[src/hdl/ex_isa_pkg.sv]
package ex_isa_pkg;

	localparam int reg_width      = 32;
	localparam int reg_addr_width = 5;

	typedef logic [reg_width-1:0] word_t;

	// operation codes as produced by decode
	typedef enum logic [7:0] {
		exe_nop_op     = 8'h00,
		// logic
		exe_and_op     = 8'h24, exe_or_op      = 8'h25, exe_xor_op     = 8'h26,
		exe_nor_op     = 8'h27, exe_andi_op    = 8'h59, exe_ori_op     = 8'h5a,
		exe_xori_op    = 8'h5b, exe_lui_op     = 8'h5c,
		// shifts
		exe_sll_op     = 8'h7c, exe_sllv_op    = 8'h04, exe_srl_op     = 8'h02,
		exe_srlv_op    = 8'h06, exe_sra_op     = 8'h03, exe_srav_op    = 8'h07,
		// arithmetic and compare
		exe_add_op     = 8'h20, exe_addu_op    = 8'h21, exe_sub_op     = 8'h22,
		exe_subu_op    = 8'h23, exe_addi_op    = 8'h55, exe_addiu_op   = 8'h56,
		exe_slt_op     = 8'h2a, exe_sltu_op    = 8'h2b, exe_slti_op    = 8'h57,
		exe_sltiu_op   = 8'h58, exe_clz_op     = 8'hb0, exe_clo_op     = 8'hb1,
		// multiply
		exe_mul_op     = 8'ha9, exe_mult_op    = 8'h18, exe_multu_op   = 8'h19,
		// jumps and branches
		exe_j_op       = 8'h4f, exe_jal_op     = 8'h50, exe_jalr_op    = 8'h09,
		exe_jr_op      = 8'h08, exe_beq_op     = 8'h51, exe_bne_op     = 8'h52,
		exe_bgtz_op    = 8'h54, exe_blez_op    = 8'h53, exe_bltz_op    = 8'h40,
		exe_bltzal_op  = 8'h4a, exe_bgez_op    = 8'h41, exe_bgezal_op  = 8'h4b,
		// traps
		exe_teq_op     = 8'h34, exe_teqi_op    = 8'h48, exe_tge_op     = 8'h30,
		exe_tgei_op    = 8'h44, exe_tgeu_op    = 8'h31, exe_tgeiu_op   = 8'h45,
		exe_tlt_op     = 8'h32, exe_tlti_op    = 8'h46, exe_tltu_op    = 8'h33,
		exe_tltiu_op   = 8'h47, exe_tne_op     = 8'h36, exe_tnei_op    = 8'h49,
		exe_syscall_op = 8'h0c, exe_eret_op    = 8'h6b
	} aluop_t;

	// result class, selects which unit owns wdata
	typedef enum logic [2:0] {
		exe_res_nop        = 3'd0,
		exe_res_logic      = 3'd1,
		exe_res_shift      = 3'd2,
		exe_res_arithmetic = 3'd3,
		exe_res_mul        = 3'd4,
		exe_res_jump       = 3'd5,
		exe_res_branch     = 3'd6
	} alusel_t;

	typedef enum logic [31:0] {
		except_none    = 32'h0000_0000,
		except_syscall = 32'h0000_0008,
		except_tr      = 32'h0000_000d,
		except_eret    = 32'h0000_000e
	} excepttype_t;

endpackage

[src/hdl/ex_pipe_pkg.sv]
package ex_pipe_pkg;

	// request as issued into the execute stage
	typedef struct packed {
		logic                                   valid;
		ex_isa_pkg::aluop_t                     aluop;
		ex_isa_pkg::alusel_t                    alusel;
		ex_isa_pkg::word_t                      reg1;
		ex_isa_pkg::word_t                      reg2;
		logic [ex_isa_pkg::reg_addr_width-1:0]  wd;
		logic                                   wreg;
		ex_isa_pkg::word_t                      pc;
		logic [15:0]                            offset;
	} ex_req_t;

	// wreg is the requested write, wreg_real the one allowed
	typedef struct packed {
		logic                                   valid;
		logic [ex_isa_pkg::reg_addr_width-1:0]  wd;
		logic                                   wreg;
		logic                                   wreg_real;
		ex_isa_pkg::word_t                      wdata;
		logic                                   wreg_hi;
		ex_isa_pkg::word_t                      wdata_hi;
		logic                                   wreg_lo;
		ex_isa_pkg::word_t                      wdata_lo;
		logic                                   redirect;
		ex_isa_pkg::word_t                      pc_target;
		ex_isa_pkg::excepttype_t                excepttype;
	} ex_result_t;

	typedef struct packed {
		logic                                   wreg;
		logic                                   wreg_hi;
		logic                                   wreg_lo;
		logic [2*ex_isa_pkg::reg_width-1:0]     product;
	} mul_res_t;

endpackage

[src/hdl/ex_alu.sv]
`timescale 1ns/1ns

module ex_alu (
	input  ex_pipe_pkg::ex_req_t    req_i,
	output ex_pipe_pkg::ex_result_t alu_o
);
	ex_isa_pkg::word_t reg1;
	ex_isa_pkg::word_t reg2;
	ex_isa_pkg::word_t op2;
	ex_isa_pkg::word_t addend;
	ex_isa_pkg::word_t sum;
	ex_isa_pkg::word_t logic_out;
	ex_isa_pkg::word_t shift_out;
	ex_isa_pkg::word_t arith_out;
	logic [4:0]        shamt;
	logic              imm_op;
	logic              signed_cmp;
	logic              sub_op;
	logic              addend_sign;
	logic              overflow;
	logic              ov_block;
	logic              reg1_eq;
	logic              reg1_lt;
	logic              trap;

	// leading zeros, or leading ones when ones is set
	function automatic logic [5:0] lead_count(input ex_isa_pkg::word_t w, input logic ones);
		logic [5:0] n;
		logic       found;
		n     = 6'd0;
		found = 1'b0;
		for (int i = ex_isa_pkg::reg_width - 1; i >= 0; i--) begin
			if (w[i] != ones)
				found = 1'b1;
			else if (!found)
				n = n + 6'd1;
		end
		return n;
	endfunction

	assign reg1  = req_i.reg1;
	assign reg2  = req_i.reg2;
	assign shamt = reg1[4:0];

	assign imm_op = req_i.aluop inside {ex_isa_pkg::exe_addi_op, ex_isa_pkg::exe_addiu_op,
		ex_isa_pkg::exe_slti_op, ex_isa_pkg::exe_sltiu_op, ex_isa_pkg::exe_teqi_op,
		ex_isa_pkg::exe_tgei_op, ex_isa_pkg::exe_tgeiu_op, ex_isa_pkg::exe_tlti_op,
		ex_isa_pkg::exe_tltiu_op, ex_isa_pkg::exe_tnei_op};
	assign signed_cmp = req_i.aluop inside {ex_isa_pkg::exe_slt_op, ex_isa_pkg::exe_slti_op,
		ex_isa_pkg::exe_tlt_op, ex_isa_pkg::exe_tlti_op, ex_isa_pkg::exe_tge_op,
		ex_isa_pkg::exe_tgei_op};
	assign sub_op = signed_cmp ||
		(req_i.aluop inside {ex_isa_pkg::exe_sub_op, ex_isa_pkg::exe_subu_op});

	// single adder shared by add, sub, slt and traps
	assign op2         = imm_op ? {{16{reg2[15]}}, reg2[15:0]} : reg2;
	assign addend      = sub_op ? ~op2 + 1'b1 : op2;
	assign sum         = reg1 + addend;
	assign addend_sign = sub_op ? ~op2[31] : op2[31];
	assign overflow    = (reg1[31] == addend_sign) && (sum[31] != reg1[31]);
	assign ov_block    = overflow && (req_i.aluop inside {ex_isa_pkg::exe_add_op,
		ex_isa_pkg::exe_addi_op, ex_isa_pkg::exe_sub_op});

	assign reg1_eq = (reg1 == op2);
	assign reg1_lt = signed_cmp ?
		((reg1[31] && !op2[31]) || ((reg1[31] == op2[31]) && sum[31])) : (reg1 < op2);

	assign trap =
		((req_i.aluop inside {ex_isa_pkg::exe_teq_op, ex_isa_pkg::exe_teqi_op}) && reg1_eq) ||
		((req_i.aluop inside {ex_isa_pkg::exe_tne_op, ex_isa_pkg::exe_tnei_op}) && !reg1_eq) ||
		((req_i.aluop inside {ex_isa_pkg::exe_tge_op, ex_isa_pkg::exe_tgei_op,
			ex_isa_pkg::exe_tgeu_op, ex_isa_pkg::exe_tgeiu_op}) && !reg1_lt) ||
		((req_i.aluop inside {ex_isa_pkg::exe_tlt_op, ex_isa_pkg::exe_tlti_op,
			ex_isa_pkg::exe_tltu_op, ex_isa_pkg::exe_tltiu_op}) && reg1_lt);

	always_comb begin
		case (req_i.aluop)
			ex_isa_pkg::exe_or_op,  ex_isa_pkg::exe_ori_op:  logic_out = reg1 | reg2;
			ex_isa_pkg::exe_and_op, ex_isa_pkg::exe_andi_op: logic_out = reg1 & reg2;
			ex_isa_pkg::exe_xor_op, ex_isa_pkg::exe_xori_op: logic_out = reg1 ^ reg2;
			ex_isa_pkg::exe_nor_op:                          logic_out = ~(reg1 | reg2);
			ex_isa_pkg::exe_lui_op:                          logic_out = {reg2[15:0], 16'h0};
			default:                                         logic_out = '0;
		endcase
	end

	always_comb begin
		case (req_i.aluop)
			ex_isa_pkg::exe_sll_op, ex_isa_pkg::exe_sllv_op: shift_out = reg2 << shamt;
			ex_isa_pkg::exe_srl_op, ex_isa_pkg::exe_srlv_op: shift_out = reg2 >> shamt;
			ex_isa_pkg::exe_sra_op, ex_isa_pkg::exe_srav_op: shift_out = $signed(reg2) >>> shamt;
			default:                                         shift_out = '0;
		endcase
	end

	always_comb begin
		case (req_i.aluop)
			ex_isa_pkg::exe_add_op, ex_isa_pkg::exe_addu_op, ex_isa_pkg::exe_addi_op,
			ex_isa_pkg::exe_addiu_op, ex_isa_pkg::exe_sub_op, ex_isa_pkg::exe_subu_op:
				arith_out = sum;
			ex_isa_pkg::exe_slt_op, ex_isa_pkg::exe_sltu_op, ex_isa_pkg::exe_slti_op,
			ex_isa_pkg::exe_sltiu_op:
				arith_out = ex_isa_pkg::word_t'(reg1_lt);
			ex_isa_pkg::exe_clz_op: arith_out = ex_isa_pkg::word_t'(lead_count(reg1, 1'b0));
			ex_isa_pkg::exe_clo_op: arith_out = ex_isa_pkg::word_t'(lead_count(reg1, 1'b1));
			default:                arith_out = '0;
		endcase
	end

	always_comb begin
		alu_o = '0;
		case (req_i.alusel)
			ex_isa_pkg::exe_res_logic:      alu_o.wdata = logic_out;
			ex_isa_pkg::exe_res_shift:      alu_o.wdata = shift_out;
			ex_isa_pkg::exe_res_arithmetic: alu_o.wdata = arith_out;
			default:                        alu_o.wdata = '0;
		endcase
		// nop, mul, jump and branch classes get their enable elsewhere
		alu_o.wreg_real = req_i.wreg && !ov_block && (req_i.alusel inside
			{ex_isa_pkg::exe_res_logic, ex_isa_pkg::exe_res_shift,
			ex_isa_pkg::exe_res_arithmetic});
		if (req_i.aluop == ex_isa_pkg::exe_eret_op)
			alu_o.excepttype = ex_isa_pkg::except_eret;
		else if (req_i.aluop == ex_isa_pkg::exe_syscall_op)
			alu_o.excepttype = ex_isa_pkg::except_syscall;
		else if (trap)
			alu_o.excepttype = ex_isa_pkg::except_tr;
	end

endmodule

[src/hdl/ex_branch_unit.sv]
`timescale 1ns/1ns

module ex_branch_unit (
	input  ex_pipe_pkg::ex_req_t    req_i,
	output ex_pipe_pkg::ex_result_t br_o
);
	ex_isa_pkg::word_t link_addr;
	ex_isa_pkg::word_t jump_target;
	ex_isa_pkg::word_t branch_target;
	logic              taken;

	assign link_addr = req_i.pc + ex_isa_pkg::word_t'(4);

	// j/jal keep the region bits of the delay slot address
	assign jump_target = (req_i.aluop inside {ex_isa_pkg::exe_j_op, ex_isa_pkg::exe_jal_op}) ?
		{link_addr[31:28], req_i.reg1[25:0], 2'b00} : req_i.reg1;

	assign branch_target = req_i.pc + {{14{req_i.offset[15]}}, req_i.offset, 2'b00};

	always_comb begin
		case (req_i.aluop)
			ex_isa_pkg::exe_beq_op:  taken = (req_i.reg1 == req_i.reg2);
			ex_isa_pkg::exe_bne_op:  taken = (req_i.reg1 != req_i.reg2);
			ex_isa_pkg::exe_bgtz_op: taken = !req_i.reg1[31] && (req_i.reg1 != '0);
			ex_isa_pkg::exe_blez_op: taken = req_i.reg1[31] || (req_i.reg1 == '0);
			ex_isa_pkg::exe_bltz_op, ex_isa_pkg::exe_bltzal_op:
				taken = req_i.reg1[31];
			ex_isa_pkg::exe_bgez_op, ex_isa_pkg::exe_bgezal_op:
				taken = !req_i.reg1[31];
			default: taken = 1'b0;
		endcase
	end

	always_comb begin
		br_o = '0;
		if (req_i.alusel == ex_isa_pkg::exe_res_jump) begin
			br_o.wdata     = link_addr;
			br_o.wreg_real = req_i.wreg;
			br_o.redirect  = 1'b1;
			br_o.pc_target = jump_target;
		end else if (req_i.alusel == ex_isa_pkg::exe_res_branch) begin
			br_o.wdata     = link_addr;
			br_o.wreg_real = req_i.wreg;
			br_o.redirect  = taken;
			br_o.pc_target = branch_target;
		end
	end

endmodule

[src/hdl/ex_issue_queue.sv]
`timescale 1ns/1ns

module ex_issue_queue #(
	parameter int QUEUE_DEPTH = 4
) (
	input  logic                 clk,
	input  logic                 rst_i,
	input  ex_pipe_pkg::ex_req_t req_i,
	input  logic                 pop_i,
	output ex_pipe_pkg::ex_req_t head_o,
	output logic                 credit_o
);
	localparam int PTR_W = (QUEUE_DEPTH > 1) ? $clog2(QUEUE_DEPTH) : 1;
	localparam int CNT_W = $clog2(QUEUE_DEPTH + 1);

	ex_pipe_pkg::ex_req_t mem [QUEUE_DEPTH];
	logic [PTR_W-1:0] wr_ptr;
	logic [PTR_W-1:0] rd_ptr;
	logic [CNT_W-1:0] count;
	logic             empty;
	logic             full;
	logic             push;
	logic             pop;

	function automatic logic [PTR_W-1:0] next_ptr(input logic [PTR_W-1:0] ptr);
		next_ptr = (ptr == PTR_W'(QUEUE_DEPTH - 1)) ? '0 : ptr + 1'b1;
	endfunction

	assign empty = (count == '0);
	assign full  = (count == CNT_W'(QUEUE_DEPTH));
	assign push  = req_i.valid && !full;
	assign pop   = pop_i && !empty;

	always_ff @(posedge clk) begin
		if (push)
			mem[wr_ptr] <= req_i;
	end

	always_ff @(posedge clk) begin
		if (rst_i) begin
			wr_ptr   <= '0;
			rd_ptr   <= '0;
			count    <= '0;
			credit_o <= 1'b0;
		end else begin
			if (push)
				wr_ptr <= next_ptr(wr_ptr);
			if (pop)
				rd_ptr <= next_ptr(rd_ptr);
			case ({push, pop})
				2'b10:   count <= count + 1'b1;
				2'b01:   count <= count - 1'b1;
				default: count <= count;
			endcase
			// one credit back upstream per entry that leaves
			credit_o <= pop;
		end
	end

	always_comb begin
		head_o       = mem[rd_ptr];
		head_o.valid = !empty;
	end

	// upstream must hold a credit for every push
	a_no_push_full: assert property (@(posedge clk) disable iff (rst_i)
		req_i.valid |-> !full);

	a_no_pop_empty: assert property (@(posedge clk) disable iff (rst_i)
		pop_i |-> !empty);

endmodule

[src/hdl/ex_multiplier.sv]
`timescale 1ns/1ns

module ex_multiplier (
	input  logic                   clk,
	input  logic                   rst_i,
	input  ex_pipe_pkg::ex_req_t   req_i,
	output ex_pipe_pkg::mul_res_t  mul_o
);
	localparam int PROD_W = 2 * ex_isa_pkg::reg_width;

	ex_isa_pkg::word_t mag1;
	ex_isa_pkg::word_t mag2;
	logic [PROD_W-1:0] mag_prod;
	logic [PROD_W-1:0] prod;
	logic              signed_op;
	logic              is_mul;
	logic              is_hilo;

	assign signed_op = req_i.aluop inside {ex_isa_pkg::exe_mul_op, ex_isa_pkg::exe_mult_op};
	assign is_hilo   = req_i.valid &&
		(req_i.aluop inside {ex_isa_pkg::exe_mult_op, ex_isa_pkg::exe_multu_op});
	assign is_mul    = is_hilo || (req_i.valid && req_i.aluop == ex_isa_pkg::exe_mul_op);

	// multiply magnitudes, fix the sign afterwards
	// operands held at zero outside multiplies
	assign mag1     = !is_mul ? '0 :
		(signed_op && req_i.reg1[31]) ? ~req_i.reg1 + 1'b1 : req_i.reg1;
	assign mag2     = !is_mul ? '0 :
		(signed_op && req_i.reg2[31]) ? ~req_i.reg2 + 1'b1 : req_i.reg2;
	assign mag_prod = PROD_W'(mag1) * PROD_W'(mag2);
	assign prod     = (signed_op && (req_i.reg1[31] ^ req_i.reg2[31])) ?
		~mag_prod + 1'b1 : mag_prod;

	always_ff @(posedge clk) begin
		if (rst_i) begin
			mul_o <= '0;
		end else begin
			mul_o.wreg    <= req_i.valid && req_i.wreg &&
				(req_i.aluop == ex_isa_pkg::exe_mul_op);
			mul_o.wreg_hi <= is_hilo;
			mul_o.wreg_lo <= is_hilo;
			mul_o.product <= prod;
		end
	end

	// zeroed operands must leave no product behind, sign fix included
	a_idle_product: assert property (@(posedge clk) disable iff (rst_i)
		!is_mul |=> (mul_o.product == '0));

endmodule

[src/hdl/ex_stage.sv]
`timescale 1ns/1ns

module ex_stage #(
	parameter int QUEUE_DEPTH = 4,
	parameter int OUT_CREDITS = 2
) (
	input  logic                    clk,
	input  logic                    rst_i,
	input  ex_pipe_pkg::ex_req_t    req_i,
	output logic                    credit_o,
	output ex_pipe_pkg::ex_result_t res_o,
	input  logic                    credit_i
);
	localparam int CREDIT_W = $clog2(OUT_CREDITS + 1);

	ex_pipe_pkg::ex_req_t    head;
	ex_pipe_pkg::ex_req_t    disp_req;
	ex_pipe_pkg::ex_result_t alu_res;
	ex_pipe_pkg::ex_result_t br_res;
	ex_pipe_pkg::ex_result_t rec_d;
	ex_pipe_pkg::ex_result_t rec_q;
	ex_pipe_pkg::ex_result_t res_d;
	ex_pipe_pkg::mul_res_t   mul_q;
	logic [CREDIT_W-1:0]     credits;
	logic                    dispatch;

	// dispatch only with room downstream
	assign dispatch = head.valid && (credits != '0);

	ex_issue_queue #(
		.QUEUE_DEPTH(QUEUE_DEPTH)
	) u_queue (
		.clk      (clk),
		.rst_i    (rst_i),
		.req_i    (req_i),
		.pop_i    (dispatch),
		.head_o   (head),
		.credit_o (credit_o)
	);

	always_comb begin
		disp_req       = head;
		disp_req.valid = dispatch;
	end

	ex_alu u_alu (
		.req_i (disp_req),
		.alu_o (alu_res)
	);

	ex_branch_unit u_branch (
		.req_i (disp_req),
		.br_o  (br_res)
	);

	ex_multiplier u_mul (
		.clk   (clk),
		.rst_i (rst_i),
		.req_i (disp_req),
		.mul_o (mul_q)
	);

	always_ff @(posedge clk) begin
		if (rst_i)
			credits <= CREDIT_W'(OUT_CREDITS);
		else
			credits <= credits + CREDIT_W'(credit_i) - CREDIT_W'(dispatch);
	end

	// units zero everything outside their class
	always_comb begin
		if (dispatch) begin
			rec_d       = ex_pipe_pkg::ex_result_t'(alu_res | br_res);
			rec_d.valid = 1'b1;
			rec_d.wd    = head.wd;
			rec_d.wreg  = head.wreg;
		end else begin
			rec_d = '0;
		end
	end

	always_comb begin
		res_d           = rec_q;
		res_d.wreg_real = rec_q.wreg_real | mul_q.wreg;
		res_d.wdata     = rec_q.wdata |
			({ex_isa_pkg::reg_width{mul_q.wreg}} & mul_q.product[31:0]);
		res_d.wreg_hi   = mul_q.wreg_hi;
		res_d.wdata_hi  = {ex_isa_pkg::reg_width{mul_q.wreg_hi}} & mul_q.product[63:32];
		res_d.wreg_lo   = mul_q.wreg_lo;
		res_d.wdata_lo  = {ex_isa_pkg::reg_width{mul_q.wreg_lo}} & mul_q.product[31:0];
	end

	always_ff @(posedge clk) begin
		if (rst_i) begin
			rec_q <= '0;
			res_o <= '0;
		end else begin
			rec_q <= rec_d;
			res_o <= res_d;
		end
	end

	// consumer never returns more credits than it was given
	a_credit_bound: assert property (@(posedge clk) disable iff (rst_i)
		credits <= CREDIT_W'(OUT_CREDITS));

	// each result still in the pipeline holds one spent credit
	a_no_dry_dispatch: assert property (@(posedge clk) disable iff (rst_i)
		int'(credits) + int'(rec_q.valid) + int'(res_o.valid) <= OUT_CREDITS);

endmodule

[config.mk]
export PLATFORM = sky130hd
export DESIGN_NAME = ex_stage
export DESIGN_NICKNAME = d
export VERILOG_FILES = /design/src/hdl/ex_isa_pkg.sv /design/src/hdl/ex_pipe_pkg.sv /design/src/hdl/ex_alu.sv /design/src/hdl/ex_branch_unit.sv /design/src/hdl/ex_issue_queue.sv /design/src/hdl/ex_multiplier.sv /design/src/hdl/ex_stage.sv
export SDC_FILE = /design/constraint.sdc
export NUM_CORES = 2
export LEC_CHECK = 0
export BUFFER_PORTS_ARGS = -buffer_cell sky130_fd_sc_hd__buf_2
export CAP_MARGIN = 20
export CORE_MARGIN = 2
export CORE_UTILIZATION = 40
export DETAILED_ROUTE_END_ITERATION = 16
export MAX_ROUTING_LAYER = met4
export PLACE_DENSITY = 0.55
export REMOVE_ABC_BUFFERS = 1
export SKIP_LAST_GASP = 1
export SYNTH_ARGS = -nofsm -noshare
export SYNTH_HDL_FRONTEND = slang
export SYNTH_SLANG_ARGS = --single-unit
[constraint.sdc]
create_clock -name clk -period 21.6 [get_ports clk]
set_input_delay 6.48 -clock clk [delete_from_list [all_inputs] [get_ports clk]]
set_output_delay 6.48 -clock clk [all_outputs]
set_load 0.005 [all_outputs]
# Word level (Yosys, flattened, before mapping)
# Memory sizes are Yosys's and may differ from the RTL's. A register that Yosys moved wholly into a read port is not among the register bits.
# Cells that the tools add are included.
# Widths: inputs -> output; s select.
# word_totals
mem_count	1
elab_cells	599
register_bits	351
input_bits	133
mem_bits_rw	520
out_inout_bits	172
# memory_table
memory	words	width	read_ports	rd_clocked_by_memory_dff	write_ports	line	rtl
u_queue.mem	4	130	1	1	1	ex_issue_queue.sv:16	ex_pipe_pkg::ex_req_t mem [QUEUE_DEPTH];
# op_classes
order_cmp	1
n_reduce_logical	63
eq_ne	69
mul	1
n_mux	342
bitwise_logic	17
add_sub_neg	75
n_shift	3
# op_table
op	n
$mux 6	186
$add 6x1->6 const B	62
$mux 32	9
$eq 8x7->1 const B	26
$pmux 32 s3	2
$mux 171	1
$or 164x164->164	1
$pmux 32 s5	1
$mux 33	4
$mux 1	130
$and 32x32->32	4
$eq 8x6->1 const B	16
$not 32->32	4
$pmux 32 s4	1
$add 32x1->32 const B	3
$add 32x32->32	2
$add 64x1->64 const B	1
$eq 32x32->1	2
$mul 32x32->64	1
$mux 64	1
$not 64->64	1
$or 32x32->32	2
$add 32x3->32 const B	1
$logic_not 32->1	1
other kinds (43)	109

# Longest topological paths before layout
# depth
ltp_word	129
depth_mapped	112
mapped_depth_nobuf	110

# Cells and area by module
# Synthesis repeated with hierarchy kept, for this count alone.
# unflattened
cells_unflattened	9393
area_unflattened_um2	87908.1
# modules_own_cells
module	seq_area_each_um2	area_per_inst_um2	instances	cells_each
ex_multiplier	1321.3	38529.5	1	4670
ex_issue_queue	15695.1	19138.4	1	727
ex_alu	0.0	18280.0	1	2749
ex_stage	5565.3	7724.9	1	631
ex_branch_unit	0.0	4235.3	1	616

# Least setup slack after synthesis
# Ideal clock, no wire load.
# synth_path
path_type	flip-flop to flip-flop
from	reg with a tool-made name
to	reg rec_q[136] in the netlist's numbering
setup_slack_ns	2.197
arrival_time_ns	19.273
period_less_slack_ns	19.403
required_ns	21.469
n_path_buf	2
setup_ns	0.131
path_stages_with_launch	111
cell_sequence	dfxtp_1 buf_6 mux4_2 clkbuf_1 inv_1 nand2_1 inv_1 ha_1 nor3_1 nor2_1 ha_1 nand2b_1 a21oi_1 ha_1 nand2_1 nand2_1 ha_1 mux2i_1 [75 not listed] mux2i_1 mux2i_1 ha_1 nand2_1 nand2_1 ha_1 nand2_1 o31ai_1 nand3_1 a21oi_1 nor2_1 mux2i_1 mux2_4 a222oi_1 xnor2_1 a2bb2oi_1 a21o_1 a21oi_2
# synth_rtl
element	line	rtl
end signal, assigned	ex_stage.sv:98	rec_q <= rec_d;
end, declared	ex_stage.sv:21	ex_pipe_pkg::ex_result_t rec_q;

==> metrics.log <==
[metrics] grt ovf: 0
[metrics] total number of nets in the final design: 10416
[metrics] FF-to-FF End: rec_q[136]
[metrics] shortest period the worst path allows: 19.97 ns
[metrics] total count of hold-check failures in the final report: 0
[metrics] number of cells after detailed placement: 11450
[metrics] count of pins over their slew limit: 0
[metrics] die boundary height: 453 µm
[metrics] number of max-cap violations: 0
[metrics] most common cell after layout, fill and taps aside: sky130_fd_sc_hd__nand2_1
[metrics] summed area of non-filler cells in the final layout: 88800 µm²
[metrics] via density per instance: 5.64
[metrics] maximum level of the CTS H-tree: 3
[metrics] mean area per synthesized cell: 9.23 µm²
[metrics] share of flip-flops with an asynchronous set or reset after synthesis: 0
[metrics] Inserted Clock Buffers: 84
[metrics] clock edge transition at the registers on the reported setup and hold paths: 0.09 ns
[metrics] Tot Pwr: 8.38 mW
[metrics] area of the multi-input gates: 53400 µm²
[metrics] largest voltage drop on the vdd net: 87.2 µV
[metrics] sink count of the clock tree: 812
[metrics] Tcrit/Tclk final: 0.925
[metrics] Largest stage delay, worst path: 0.56 ns
[metrics] vias post-DR: 65665
[metrics] worst hold stages: 1
[metrics] Slew HR: 0.191
[metrics] largest net degree at the start of global routing: 93
[metrics] setup clock skew after layout: 0.0687 ns
[metrics] number of primary I/O pins: 305
[metrics] Post-Place Cell Area: 85700 µm²
[metrics] placement row count: 164
[metrics] crit path launch type: flop
[metrics] drt initial violations: 5839
[metrics] number of standard cells after synthesis: 8746
[metrics] Seq/Total Area, Yosys: 0.265
[metrics] routed wire length: 311 mm
[metrics] register bit count reported by yosys: 812
[metrics] post-synthesis instance area: 80700 µm²
[metrics] number of synthesis warnings: 0
[metrics] Pre-Repair DR Iteration Count: 6
[metrics] share of Yosys cell area claimed by the top area cell type: 0.223
[metrics] leakage: 36.8 nW
[metrics] total die area: 205000 µm²
[metrics] R2R setup slack: 1.63 ns
[metrics] routed length per instance: 26.7 µm
[metrics] data arrival time at the worst-slack endpoint: 20.61 ns
[metrics] run status: complete, no violations
[metrics] Setup-failing EPs final: 0
[metrics] Max stage delay cell, worst path: sky130_fd_sc_hd__mux4_2
[metrics] Die Wd: 453 µm
[metrics] worst hold path startpoint: u_mul.mul_o[58]
[metrics] total routing resource utilization after global routing: 0.311
[metrics] growth of design area from synthesis to finish: 10.0%
[metrics] critical path endpoint category: flop
[metrics] most used flip-flop cell after synthesis: sky130_fd_sc_hd__edfxtp_1
[metrics] maximum clock insertion buffer count: 3
[metrics] routability cong.: 1.03
[metrics] Sequential Area: 21400 µm²
[metrics] CP Capture Point: rec_q[136]
[metrics] leading cell types by total area after synthesis: sky130_fd_sc_hd__fa_1, sky130_fd_sc_hd__edfxtp_1, sky130_fd_sc_hd__ha_1
[metrics] clk_lat worst skew: 0.76 ns
[metrics] total of buffers placed on input and output ports: 276
[metrics] Post-DP HPWL: 242 mm
[metrics] EDFF count, synth: 516
[metrics] fill count: 19567
[metrics] Remaining DRCs: 0
[metrics] data required time at the worst endpoint: 22.24 ns
[metrics] Highest Clock Rate: 50.1 MHz
[metrics] Max FO, Critical Path: 6
[metrics] power per standard cell area: 94.3 nW/µm²
[metrics] number of distinct library cells after synthesis: 110
[metrics] most common cell type on the critical path: sky130_fd_sc_hd__ha_1
[metrics] CTS tree: built
[metrics] root cell of the clock tree: sky130_fd_sc_hd__clkbuf_16
[metrics] Detail Route Antenna Nets: 0
[metrics] first-pass GRT wire length: 452 mm
[metrics] path category of the worst min-delay check: flop to flop
[metrics] share of layout cells above drive strength 1: 0.108
[metrics] Final Instance Count excl. Fillers: 11637
[metrics] top library cells by usage in the layout, fill and taps aside: sky130_fd_sc_hd__nand2_1, sky130_fd_sc_hd__inv_1, sky130_fd_sc_hd__fa_1
[metrics] slew of the pin with the lowest slew margin: 1.21 ns
[metrics] worst-case reg-to-reg path depth: 111
[metrics] Final Core Density: 0.444
[metrics] initial antenna violation count: 20
[metrics] cell accounting for the most synthesized area: sky130_fd_sc_hd__fa_1
[metrics] via count of the first global-routing pass: 65866
[metrics] TNS Setup: 0 ns
[metrics] Starting Density: 0.403
[metrics] area of the core region: 200000 µm²
[metrics] worst setup path category: flop to flop
[flip-flops by register name (all words and copies together), names as in the netlist, 2 cells and up, named ones only]
signal / flops
u_queue.mem: 516
u_queue.rd_ptr: 2
u_mul.mul_o: 66
res_o: 142
rec_q: 76
u_queue.count: 3
u_queue.wr_ptr: 2
credits: 2
[per-layer routing]
metal,vias up,share of wire,GRT usage
met5,-,0,-
li1,29057,-,-
met2,2632,0.47,0.492
met4,0,0.072,0.179
met3,682,0.064,0.0441
met1,33294,0.40,0.380
[kinds of logic after synthesis]
| group | Yosys count | share of synthesized area |
|---|---|---|
| XOR/XNOR | 423 | 0.0498 |
| AO/OA/AOI/OAI | 1299 | 0.0983 |
| multiplexers | 245 | 0.0490 |
| other | 1 | 0.0000464 |
| flip-flops | 812 | 0.265 |
| buffers and inverters | 1663 | 0.0797 |
| adder cells (fa/ha/maj) | 1391 | 0.299 |
| AND/OR/NAND/NOR | 2912 | 0.159 |
[timing repair]
action | CTS | global route
hold endpoints to repair | 0 | 0
resized for setup | 0 | 18
setup endpoints to repair | 0 | 4
setup buffers | 0 | 10
hold buffers | 0 | 0
[how the worst min path moves through the flow]
stage / slack [ns] / end
final: 0.39 / res_o[124]
after global routing: 0.41 / res_o[124]
after CTS: 0.39 / res_o[124]
after detailed placement: 0.42 / res_o[129]
after global placement: 0.42 / res_o[119]
after floorplan: 0.41 / res_o[100]
[per-stage QoR]
stage / hold WS [ns] / setup WS, ns
2_1_floorplan: 0.406 / -3.44
3_3_place_gp: 0.416 / 0.943
3_5_place_dp: 0.419 / 1.06
4_1_cts: 0.389 / 0.959
5_1_grt: 0.410 / -0.0614
6_report: 0.392 / 1.63
[Yosys cell counts (39+ instances only)]
cell	instances
sky130_fd_sc_hd__nor2_1	746
sky130_fd_sc_hd__o211ai_1	40
sky130_fd_sc_hd__a21oi_1	448
sky130_fd_sc_hd__nor3_1	188
sky130_fd_sc_hd__nor2b_1	87
sky130_fd_sc_hd__dfxtp_1	296
sky130_fd_sc_hd__nand2_1	1350
sky130_fd_sc_hd__and2_1	120
sky130_fd_sc_hd__edfxtp_1	516
sky130_fd_sc_hd__buf_1	39
sky130_fd_sc_hd__clkbuf_1	386
sky130_fd_sc_hd__or3_1	43
sky130_fd_sc_hd__xnor2_1	305
sky130_fd_sc_hd__a21o_1	52
sky130_fd_sc_hd__mux2i_1	94
sky130_fd_sc_hd__o21ai_0	311
sky130_fd_sc_hd__a31oi_1	72
sky130_fd_sc_hd__mux4_2	116
sky130_fd_sc_hd__xor2_1	94
sky130_fd_sc_hd__a211oi_1	50
sky130_fd_sc_hd__inv_1	1165
sky130_fd_sc_hd__fa_1	899
sky130_fd_sc_hd__nand3_1	116
sky130_fd_sc_hd__ha_1	490
sky130_fd_sc_hd__and3_1	48
sky130_fd_sc_hd__nand2b_1	45
[worst max-delay path, delay by kind of cell (launching register included)]
| kind | cells | cell delay [ns] |
|---|---|---|
| AO/OA/AOI/OAI | 27 | 3.83 |
| XOR/XNOR | 1 | 0.18 |
| adder cells (fa/ha/maj) | 28 | 8.44 |
| buffers and inverters | 5 | 0.45 |
| flip-flops | 1 | 0.40 |
| multiplexers | 20 | 4.04 |
| AND/OR/NAND/NOR | 30 | 2.55 |
[power breakdown]
part | internal (mW) | switching, mW
Sequential | 1.78 | 0.0372
Clock | 0.868 | 0.657
Combinational | 1.62 | 3.41
Total | 4.27 | 4.11
[final cells by class]
class / instances / share of cell area
well taps: 2656 / 0.0374
repair buffers: 522 / 0.0368
diodes: 18 / 0.000507
clock buffers: 118 / 0.0272
flip-flops and latches: 812 / 0.241
clock inverters: 37 / 0.00590
multi-input cells: 6298 / 0.601
inverters: 1176 / 0.0497
No activity file was read; power rests on OpenSTA's default activity.
